### src/bridge_settings.svh
`ifndef BRIDGE_SETTINGS_SVH
`define BRIDGE_SETTINGS_SVH

// word carried over both the master lines and the uart links
`define BRIDGE_DATA_WIDTH 32

// slave address field in the control frame
`define BRIDGE_ID_WIDTH 2
`define BRIDGE_SLAVE_ID 1

// start code, id and read/write bit
`define BRIDGE_FRAME_LEN 6

// cycles to wait for an acknowledge before sending again
`define BRIDGE_ACK_TIMEOUT 24
`define BRIDGE_RETX_TIMES 3

`endif
### src/bridge_pkg.sv
package bridge_pkg;

    // sequencer states
    typedef enum logic [2:0] {
        IDLE,
        WRITE_IN,
        SEND_WORD,
        READ_WAIT,
        SEND_ACK,
        SHIFT_OUT
    } state_e;

    typedef enum logic {
        CMD_READ  = 1'b0,
        CMD_WRITE = 1'b1
    } cmd_e;

    // leading bits of a control frame
    typedef enum logic [2:0] {
        START = 3'b111
    } ctrl_code_e;

    typedef enum logic [7:0] {
        ACK_BYTE = 8'b1100_1100,
        NAK_BYTE = 8'b1010_1010
    } ack_byte_e;

    // upper nibble of the reply byte, reported to the master on read
    typedef enum logic [3:0] {
        STATUS_NONE = 4'b0000,
        STATUS_ACK  = 4'b1100,
        STATUS_NAK  = 4'b1010
    } status_t;

endpackage

### src/uart_bridge_slave.sv
`timescale 1ns/1ps
`include "bridge_settings.svh"

module uart_bridge_slave (
    input  logic                          clk,
    input  logic                          rstN,
    // master lines
    input  logic                          control,
    input  logic                          wD,
    input  logic                          valid,
    output logic                          rD,
    output logic                          ready,
    // get-side uart, toward the previous board
    output logic                          g_txStart,
    output logic [`BRIDGE_DATA_WIDTH-1:0] g_byteForTx,
    input  logic                          g_txReady,
    input  logic                          g_rxStart,
    input  logic                          g_rxDone,
    input  logic [`BRIDGE_DATA_WIDTH-1:0] g_byteFromRx,
    input  logic                          g_rxReady,
    // send-side uart, toward the next board
    input  logic                          s_rxStart,
    input  logic                          s_rxDone,
    input  logic [`BRIDGE_DATA_WIDTH-1:0] s_byteFromRx,
    input  logic                          s_rxReady,
    output logic                          s_txStart,
    output logic [`BRIDGE_DATA_WIDTH-1:0] s_byteForTx,
    input  logic                          s_txReady
);

    logic                          cmd_valid;
    bridge_pkg::cmd_e              cmd_rw;
    logic [`BRIDGE_DATA_WIDTH-1:0] word;
    logic                          word_done;
    logic                          send_start;
    logic                          send_done;
    bridge_pkg::status_t           status;
    logic                          load;
    logic                          shift_done;
    logic [`BRIDGE_DATA_WIDTH-1:0] read_word;

    control_decoder u_ctrl (
        .clk       (clk),
        .rstN      (rstN),
        .control   (control),
        .cmd_valid (cmd_valid),
        .cmd_rw    (cmd_rw)
    );

    write_deserializer u_wdes (
        .clk       (clk),
        .rstN      (rstN),
        .ready     (ready),
        .valid     (valid),
        .wD        (wD),
        .word      (word),
        .word_done (word_done)
    );

    ack_tracker u_ack (
        .clk          (clk),
        .rstN         (rstN),
        .send_start   (send_start),
        .s_txReady    (s_txReady),
        .s_rxDone     (s_rxDone),
        .word         (word),
        .s_byteFromRx (s_byteFromRx),
        .s_txStart    (s_txStart),
        .send_done    (send_done),
        .s_byteForTx  (s_byteForTx),
        .status       (status)
    );

    read_serializer u_rser (
        .clk        (clk),
        .rstN       (rstN),
        .load       (load),
        .status     (status),
        .word       (read_word),
        .rD         (rD),
        .shift_done (shift_done)
    );

    bridge_sequencer u_seq (
        .clk          (clk),
        .rstN         (rstN),
        .cmd_valid    (cmd_valid),
        .cmd_rw       (cmd_rw),
        .word_done    (word_done),
        .send_done    (send_done),
        .g_rxDone     (g_rxDone),
        .g_txReady    (g_txReady),
        .shift_done   (shift_done),
        .g_byteFromRx (g_byteFromRx),
        .ready        (ready),
        .send_start   (send_start),
        .g_txStart    (g_txStart),
        .load         (load),
        .g_byteForTx  (g_byteForTx),
        .read_word    (read_word)
    );

endmodule

### src/bridge_sequencer.sv
`timescale 1ns/1ps
`include "bridge_settings.svh"

module bridge_sequencer (
    input  logic                          clk,
    input  logic                          rstN,
    input  logic                          cmd_valid,
    input  bridge_pkg::cmd_e              cmd_rw,
    input  logic                          word_done,
    input  logic                          send_done,
    input  logic                          g_rxDone,
    input  logic                          g_txReady,
    input  logic                          shift_done,
    input  logic [`BRIDGE_DATA_WIDTH-1:0] g_byteFromRx,
    output logic                          ready,
    output logic                          send_start,
    output logic                          g_txStart,
    output logic                          load,
    output logic [`BRIDGE_DATA_WIDTH-1:0] g_byteForTx,
    output logic [`BRIDGE_DATA_WIDTH-1:0] read_word
);

    localparam int DW = `BRIDGE_DATA_WIDTH;

    bridge_pkg::state_e state;
    logic               ack_go;

    // master may move bits only while taking a word or shifting one out
    assign ready = (state == bridge_pkg::WRITE_IN) || (state == bridge_pkg::SHIFT_OUT);

    // ack to the previous board, and the serializer fills in the same cycle
    assign ack_go      = (state == bridge_pkg::SEND_ACK) && g_txReady;
    assign g_txStart   = ack_go;
    assign load        = ack_go;
    assign g_byteForTx = {{(DW - 8){1'b0}}, bridge_pkg::ACK_BYTE};

    always_ff @(posedge clk) begin
        if (state == bridge_pkg::READ_WAIT && g_rxDone) begin
            read_word <= g_byteFromRx;
        end
    end

    always_ff @(posedge clk or negedge rstN) begin
        if (!rstN) begin
            state      <= bridge_pkg::IDLE;
            send_start <= 1'b0;
        end else begin
            send_start <= 1'b0;
            case (state)
                bridge_pkg::IDLE: begin
                    // frames seen in any other state are dropped
                    if (cmd_valid) begin
                        if (cmd_rw == bridge_pkg::CMD_WRITE) begin
                            state <= bridge_pkg::WRITE_IN;
                        end else begin
                            state <= bridge_pkg::READ_WAIT;
                        end
                    end
                end
                bridge_pkg::WRITE_IN: begin
                    if (word_done) begin
                        send_start <= 1'b1;
                        state      <= bridge_pkg::SEND_WORD;
                    end
                end
                bridge_pkg::SEND_WORD: begin
                    if (send_done) begin
                        state <= bridge_pkg::IDLE;
                    end
                end
                bridge_pkg::READ_WAIT: begin
                    if (g_rxDone) begin
                        state <= bridge_pkg::SEND_ACK;
                    end
                end
                bridge_pkg::SEND_ACK: begin
                    if (ack_go) begin
                        state <= bridge_pkg::SHIFT_OUT;
                    end
                end
                bridge_pkg::SHIFT_OUT: begin
                    if (shift_done) begin
                        state <= bridge_pkg::IDLE;
                    end
                end
                default: state <= bridge_pkg::IDLE;
            endcase
        end
    end

endmodule

### src/read_serializer.sv
`timescale 1ns/1ps
`include "bridge_settings.svh"

module read_serializer (
    input  logic                          clk,
    input  logic                          rstN,
    input  logic                          load,
    input  bridge_pkg::status_t           status,
    input  logic [`BRIDGE_DATA_WIDTH-1:0] word,
    output logic                          rD,
    output logic                          shift_done
);

    localparam int DW    = `BRIDGE_DATA_WIDTH;
    localparam int LEN   = 4 + DW;
    localparam int CNT_W = $clog2(LEN);

    logic [LEN-1:0]   shreg;
    logic [CNT_W-1:0] bit_cnt;
    logic             active;

    // line idles low between reads
    assign rD         = active & shreg[LEN-1];
    assign shift_done = active && (bit_cnt == CNT_W'(LEN - 1));

    // status nibble leads, then the word, msb first
    always_ff @(posedge clk) begin
        if (load) begin
            shreg <= {status, word};
        end else if (active) begin
            shreg <= {shreg[LEN-2:0], 1'b0};
        end
    end

    always_ff @(posedge clk or negedge rstN) begin
        if (!rstN) begin
            active  <= 1'b0;
            bit_cnt <= '0;
        end else if (load) begin
            active  <= 1'b1;
            bit_cnt <= '0;
        end else if (shift_done) begin
            active  <= 1'b0;
            bit_cnt <= '0;
        end else if (active) begin
            bit_cnt <= bit_cnt + 1'b1;
        end
    end

endmodule

### src/ack_tracker.sv
`timescale 1ns/1ps
`include "bridge_settings.svh"

module ack_tracker (
    input  logic                          clk,
    input  logic                          rstN,
    input  logic                          send_start,
    input  logic                          s_txReady,
    input  logic                          s_rxDone,
    input  logic [`BRIDGE_DATA_WIDTH-1:0] word,
    input  logic [`BRIDGE_DATA_WIDTH-1:0] s_byteFromRx,
    output logic                          s_txStart,
    output logic                          send_done,
    output logic [`BRIDGE_DATA_WIDTH-1:0] s_byteForTx,
    output bridge_pkg::status_t           status
);

    localparam int TIMEOUT = `BRIDGE_ACK_TIMEOUT;
    localparam int RETX    = `BRIDGE_RETX_TIMES;
    localparam int TMR_W   = $clog2(TIMEOUT);
    localparam int RETX_W  = $clog2(RETX + 1);

    typedef enum logic [1:0] {
        TRK_IDLE,
        TRK_START,
        TRK_WAIT
    } trk_e;

    trk_e              phase;
    logic [TMR_W-1:0]  tmr;
    logic [RETX_W-1:0] retx_cnt;
    logic              ack_ok;
    logic              timed_out;

    // start only while the transmitter says it can take a byte
    assign s_txStart = (phase == TRK_START) && s_txReady;
    assign ack_ok    = (s_byteFromRx[7:0] == bridge_pkg::ACK_BYTE);
    assign timed_out = (tmr == TMR_W'(TIMEOUT - 1));

    // same word goes out on every retransmit
    always_ff @(posedge clk) begin
        if (send_start && phase == TRK_IDLE) begin
            s_byteForTx <= word;
        end
    end

    always_ff @(posedge clk or negedge rstN) begin
        if (!rstN) begin
            phase     <= TRK_IDLE;
            tmr       <= '0;
            retx_cnt  <= '0;
            send_done <= 1'b0;
            status    <= bridge_pkg::STATUS_NONE;
        end else begin
            send_done <= 1'b0;
            case (phase)
                TRK_IDLE: begin
                    if (send_start) begin
                        retx_cnt <= '0;
                        phase    <= TRK_START;
                    end
                end
                TRK_START: begin
                    if (s_txReady) begin
                        tmr   <= '0;
                        phase <= TRK_WAIT;
                    end
                end
                TRK_WAIT: begin
                    if (s_rxDone) begin
                        status    <= ack_ok ? bridge_pkg::STATUS_ACK : bridge_pkg::STATUS_NAK;
                        send_done <= 1'b1;
                        phase     <= TRK_IDLE;
                    end else if (timed_out) begin
                        // out of retries, the far board never answered
                        if (retx_cnt == RETX_W'(RETX)) begin
                            status    <= bridge_pkg::STATUS_NAK;
                            send_done <= 1'b1;
                            phase     <= TRK_IDLE;
                        end else begin
                            retx_cnt <= retx_cnt + 1'b1;
                            phase    <= TRK_START;
                        end
                    end else begin
                        tmr <= tmr + 1'b1;
                    end
                end
                default: phase <= TRK_IDLE;
            endcase
        end
    end

endmodule

### src/write_deserializer.sv
`timescale 1ns/1ps
`include "bridge_settings.svh"

module write_deserializer (
    input  logic                          clk,
    input  logic                          rstN,
    input  logic                          ready,
    input  logic                          valid,
    input  logic                          wD,
    output logic [`BRIDGE_DATA_WIDTH-1:0] word,
    output logic                          word_done
);

    localparam int DW    = `BRIDGE_DATA_WIDTH;
    localparam int CNT_W = $clog2(DW);

    logic [CNT_W-1:0] bit_cnt;
    logic             take;

    // a bit moves only when both sides agree
    assign take      = ready & valid;
    assign word_done = take && (bit_cnt == CNT_W'(DW - 1));

    // msb arrives first
    always_ff @(posedge clk) begin
        if (take) begin
            word <= {word[DW-2:0], wD};
        end
    end

    always_ff @(posedge clk or negedge rstN) begin
        if (!rstN) begin
            bit_cnt <= '0;
        end else if (word_done) begin
            bit_cnt <= '0;
        end else if (take) begin
            bit_cnt <= bit_cnt + 1'b1;
        end
    end

endmodule

### src/control_decoder.sv
`timescale 1ns/1ps
`include "bridge_settings.svh"

module control_decoder (
    input  logic             clk,
    input  logic             rstN,
    input  logic             control,
    output logic             cmd_valid,
    output bridge_pkg::cmd_e cmd_rw
);

    localparam int FRAME_LEN = `BRIDGE_FRAME_LEN;
    localparam int ID_W      = `BRIDGE_ID_WIDTH;
    localparam int CNT_W     = $clog2(FRAME_LEN);
    localparam logic [CNT_W-1:0] LAST_BIT = CNT_W'(FRAME_LEN - 1);

    logic [FRAME_LEN-2:0] shreg;
    logic [FRAME_LEN-1:0] frame;
    logic [CNT_W-1:0]     bit_cnt;
    logic                 last_bit;
    logic                 match;

    // bits already taken plus the one on the line now
    assign frame    = {shreg, control};
    assign last_bit = (bit_cnt == LAST_BIT);

    // start code on top, id in the middle, r/w bit last
    assign match = (frame[FRAME_LEN-1 -: 3] == bridge_pkg::START) &&
                   (frame[ID_W:1] == ID_W'(`BRIDGE_SLAVE_ID));

    always_ff @(posedge clk) begin
        shreg <= frame[FRAME_LEN-2:0];
    end

    always_ff @(posedge clk or negedge rstN) begin
        if (!rstN) begin
            bit_cnt   <= '0;
            cmd_valid <= 1'b0;
            cmd_rw    <= bridge_pkg::CMD_READ;
        end else begin
            cmd_valid <= 1'b0;
            if (bit_cnt == '0) begin
                // first high bit opens a frame
                if (control) begin
                    bit_cnt <= CNT_W'(1);
                end
            end else if (last_bit) begin
                bit_cnt   <= '0;
                cmd_valid <= match;
                cmd_rw    <= bridge_pkg::cmd_e'(frame[0]);
            end else begin
                bit_cnt <= bit_cnt + 1'b1;
            end
        end
    end

endmodule

### config.mk
export PLATFORM = sky130hd
export DESIGN_NAME = uart_bridge_slave
export DESIGN_NICKNAME = d
export VERILOG_FILES = /design/src/bridge_pkg.sv /design/src/uart_bridge_slave.sv /design/src/bridge_sequencer.sv /design/src/read_serializer.sv /design/src/ack_tracker.sv /design/src/write_deserializer.sv /design/src/control_decoder.sv
export VERILOG_INCLUDE_DIRS = /design/src /design/src/src
export SDC_FILE = /design/constraint.sdc
export NUM_CORES = 1
export LEC_CHECK = 0
export BUFFER_PORTS_ARGS = -buffer_cell sky130_fd_sc_hd__buf_4
export CAP_MARGIN = 10
export CORE_ASPECT_RATIO = 0.8
export CORE_MARGIN = 2
export CORE_UTILIZATION = 50
export CTS_BUF_LIST = sky130_fd_sc_hd__clkbuf_16
export DETAILED_ROUTE_END_ITERATION = 10
export PLACE_DENSITY = 0.75
export SYNTH_ARGS = -nofsm -noshare
export SYNTH_HDL_FRONTEND = slang
export SYNTH_SLANG_ARGS = --single-unit
### constraint.sdc
create_clock -name clk -period 8 [get_ports clk]
set_input_delay 0.4 -clock clk [delete_from_list [all_inputs] [get_ports clk]]
set_output_delay 0.4 -clock clk [all_outputs]
set_load 0.03 [all_outputs]
==> results.sh <==
export IMPL_cts_setup_buffers=0
export IMPL_pin_count=145
export IMPL_tightest_slew_ns=0.8663
export IMPL_clock_root_buffer="clkbuf_16"
export IMPL_critPathLaunch="u_seq.state[2]"
export IMPL_antennaDiodeCount=0
export IMPL_synth_top_area_share_pct=61.50
export IMPL_cp_required_ns=8.04
export IMPL_r2r_end="u_rser.shreg[19]"
export IMPL_clk_path_buf_depth=2
export IMPL_met1_length_um=4531
export IMPL_synth_cell_type_count=49
export IMPL_dr_pass1_iters=4
export IMPL_grt_pass1_vias=3130
export IMPL_p_int_w=0.001449
export IMPL_hold_ws_ns=0.1097
export IMPL_leakagePower_nw=2.735
export IMPL_p_per_area_nw_per_um2=244.9
export IMPL_hold_depth=1
export IMPL_die_x_um=130.9
export IMPL_antenna_found_initial=0
export IMPL_path_class="reg2reg"
export IMPL_final_area_um2=7687
export IMPL_cts_resized=0
export IMPL_vias_per_cell=4.843
export IMPL_dr_max_layer_used="met4"
export IMPL_wl_met3_um=476
export IMPL_synth_top_family_by_area="multiplexers"
export IMPL_ir_worst_vdd_v=0.0001656
export IMPL_yosys_area_share_simple_pct=7.144
export IMPL_vias=3230
export IMPL_rr_worst_depth=4
export IMPL_ys_warn_count=0
export IMPL_status="completed"
export IMPL_maxSlewViolCount=0
export IMPL_placed_area_um2=7136
export IMPL_gr_usage_all_layers_pct=14.93
export IMPL_arrival_ns=2.41
export IMPL_power_share_clock_pct=39.5
export IMPL_grt_overflow=0
export IMPL_coreArea_um2=12730
export IMPL_first_iter_violations=188
export IMPL_numCtsBuffers=17
export IMPL_place_port_buffers=84
export IMPL_rsz0062_at_grt="false"
export IMPL_fp_dieH_um=105.5
export IMPL_ys_seq_elements=171
export IMPL_hold_start="control"
export IMPL_synthMuxAreaShare_pct=7.261
export IMPL_syn_area_um2=6445
export IMPL_synth_adder_area_share_pct=0.9707
export IMPL_hold_violations=0
export IMPL_path_max_fanout=45
export IMPL_reg2reg_slack_ns=5.63
export IMPL_finClkSkew_ns=0.007451
export IMPL_cts_sinks=171
export IMPL_r2r_start="u_seq.state[2]"
export IMPL_synth_compound_area_share_pct=2.737
export IMPL_met2_wirelength_um=4651
export IMPL_drt_antenna_violating_nets=0
export IMPL_start_util_pct=50.62
export IMPL_ys_seq_area_share_pct=76.26
export IMPL_hpwl_um=6220
export IMPL_hold_end="u_ctrl.shreg[0]"
export IMPL_clkSlewWorstSetupHoldPaths_ns=0.06
export IMPL_async_flop_share_pct=19.88
export IMPL_gp_congestion=0.7957
export IMPL_switchingPower_w=0.0004335
export IMPL_p_comb_share_pct=5.9
export IMPL_yosysTopAreaCell="edfxtp_1"
export IMPL_synth_edf_count=132
export IMPL_grt_start_max_net_pins=46
export IMPL_htree_levels=4
export IMPL_fin_setup_tns_ns=0
export IMPL_synth_area_leaders="edfxtp_1 (62%), dfrtp_1 (13%), mux2_2 (5.9%)"
export IMPL_critPathCaptureType="flip-flop"
export IMPL_fp_row_count=37
export IMPL_relSlewSlack_pct=42.24
export IMPL_clk_latency_ns=0.42
export IMPL_netlist_instances=382
export IMPL_p_seq_share_pct=54.7
export IMPL_clock_fmax_mhz=422.0
export IMPL_setup_viol=0
export IMPL_cts_tree="done"
export IMPL_finalCritPeriodShare_pct=29.62
export IMPL_syn_avg_cell_area_um2=16.87
export IMPL_dieArea_um2=13820
export IMPL_area_growth_syn_to_layout_pct=19.28
export IMPL_drive_gt1_share_pct=32.93
export IMPL_ys_flop_type="edfxtp_1"
export IMPL_ctsHoldBuffers=1
export IMPL_grt_first_pass_wirelength_um=15350
export IMPL_finalCriticalPeriod_ns=2.370
export IMPL_swShare_pct=23.02
export IMPL_synth_xor_area_share_pct=0.4077
export IMPL_wirelength_um=9776
export IMPL_min_path_type="in2reg"
export IMPL_max_cap_violations=0
export IMPL_startpoint_type="flip-flop"
export IMPL_layout_nets=561
export IMPL_drcViolationCount=0
export IMPL_routedWlPerCell_um=14.66
-- per-stage QoR --
stage / std cells / util, % / worst slack [ns] / total power (W)
6_report: 667 / 60.38 / 5.630 / 0.001883
2_1_floorplan: 412 / - / 4.861 / 0.001124
4_1_cts: 667 / 60.38 / 5.604 / 0.001904
5_1_grt: 667 / 60.38 / 5.440 / 0.001958
3_5_place_dp: 634 / 56.05 / 5.623 / 0.001156
3_3_place_gp: 634 / 56.05 / 5.651 / 0.001145
-- per-layer routing --
layer | GRT usage [%] | up-vias
met2 | 21.91 | 80
li1 | - | 1557
met5 | 0 | -
met4 | 5.699 | 0
met1 | 20.01 | 1582
met3 | 6.142 | 11
-- final cells by class --
class	instances	area (um^2)
timing repair buffer	89	670.6
inverter	6	22.52
clock buffer	17	425.4
fill	950	5044
sequential	171	4915
tap	175	219.0
clock inverter	15	116.4
multi-input combinational	194	1319
-- cells in the final DEF (no fill, tap or decap), types with 4 or more instances in the layout --
cell         n
edfxtp_1   132
buf_4       88
mux2_2      34
dfrtp_1     34
conb_1      32
nand2_1     23
clkbuf_16   17
nor2_1      14
a21oi_1      8
nand3_1      8
inv_1        7
nand2b_1     5
o21ai_0      5
ha_1         5
dfxtp_1      5
mux2_1       4
and3_1       4
nand4_1      4
mux2i_1      4
-- state kept, by name (all words and copies together), names as in the netlist --
signal / cells
u_ctrl.cmd_valid: 1
u_wdes.word: 32
u_ctrl.bit_cnt: 3
u_wdes.bit_cnt: 5
u_ack.status: 3
u_ack.phase: 2
u_ack.retx_cnt: 2
u_ctrl.shreg: 5
u_ctrl.cmd_rw: 1
u_ack.send_done: 1
u_seq.send_start: 1
u_ack.s_byteForTx: 32
u_seq.state: 3
u_seq.read_word: 32
u_rser.shreg: 36
u_rser.bit_cnt: 6
u_rser.active: 1
u_ack.tmr: 5
-- worst max-delay path, stage by stage (launching register included) --
cell	delay, ns
dfrtp_1	0.48
nand2_2	0.11
nor3_4	0.11
buf_4	0.48
or2_2	0.79
-- synthesized netlist by cell type, types with 3 or more instances --
cell type and number:
a21oi_1 8, inv_1 6, nor3_1 4, mux2_2 34
nor2_1 14, o21ai_0 5, buf_6 4, clkbuf_1 3
mux2_1 4, buf_4 32, edfxtp_1 132, nand3_1 8
ha_1 5, nand2b_1 5, or2_2 3, mux2i_1 4
nand2_1 23, nand4_1 4, and3_1 4, nor2b_1 3
dfrtp_1 34, dfxtp_1 5
-- power by group through the flow --
stage	logic, W	clock network, W	registers, W
CTS	0.000111	0.000764	0.00103
global placement	0.000103	0	0.00104
finish	0.000110	0.000743	0.00103
global route	0.000124	0.000799	0.00104
floorplan	0.0000873	0	0.00104
detailed placement	0.000110	0	0.00105
-- how the worst max path moves through the flow --
stage	cells after the start	slack, ns	to
after floorplan	1	4.86	u_ack.s_byteForTx[0]
after global placement	5	5.65	u_rser.shreg[26]
after detailed placement	4	5.62	u_rser.shreg[21]
after CTS	4	5.60	u_rser.shreg[21]
after global routing	4	5.44	u_rser.shreg[19]
final	4	5.63	u_rser.shreg[19]
-- kinds of logic after synthesis --
kind of cell    count (synthesis)
compound gates                 27
xor+xnor                        3
fa+ha+maj                       5
buf+inv                        47
flops                         171
mux                            42
other cells                     2
simple gates                   85
Note: power is estimated with default switching activity, not from simulation.
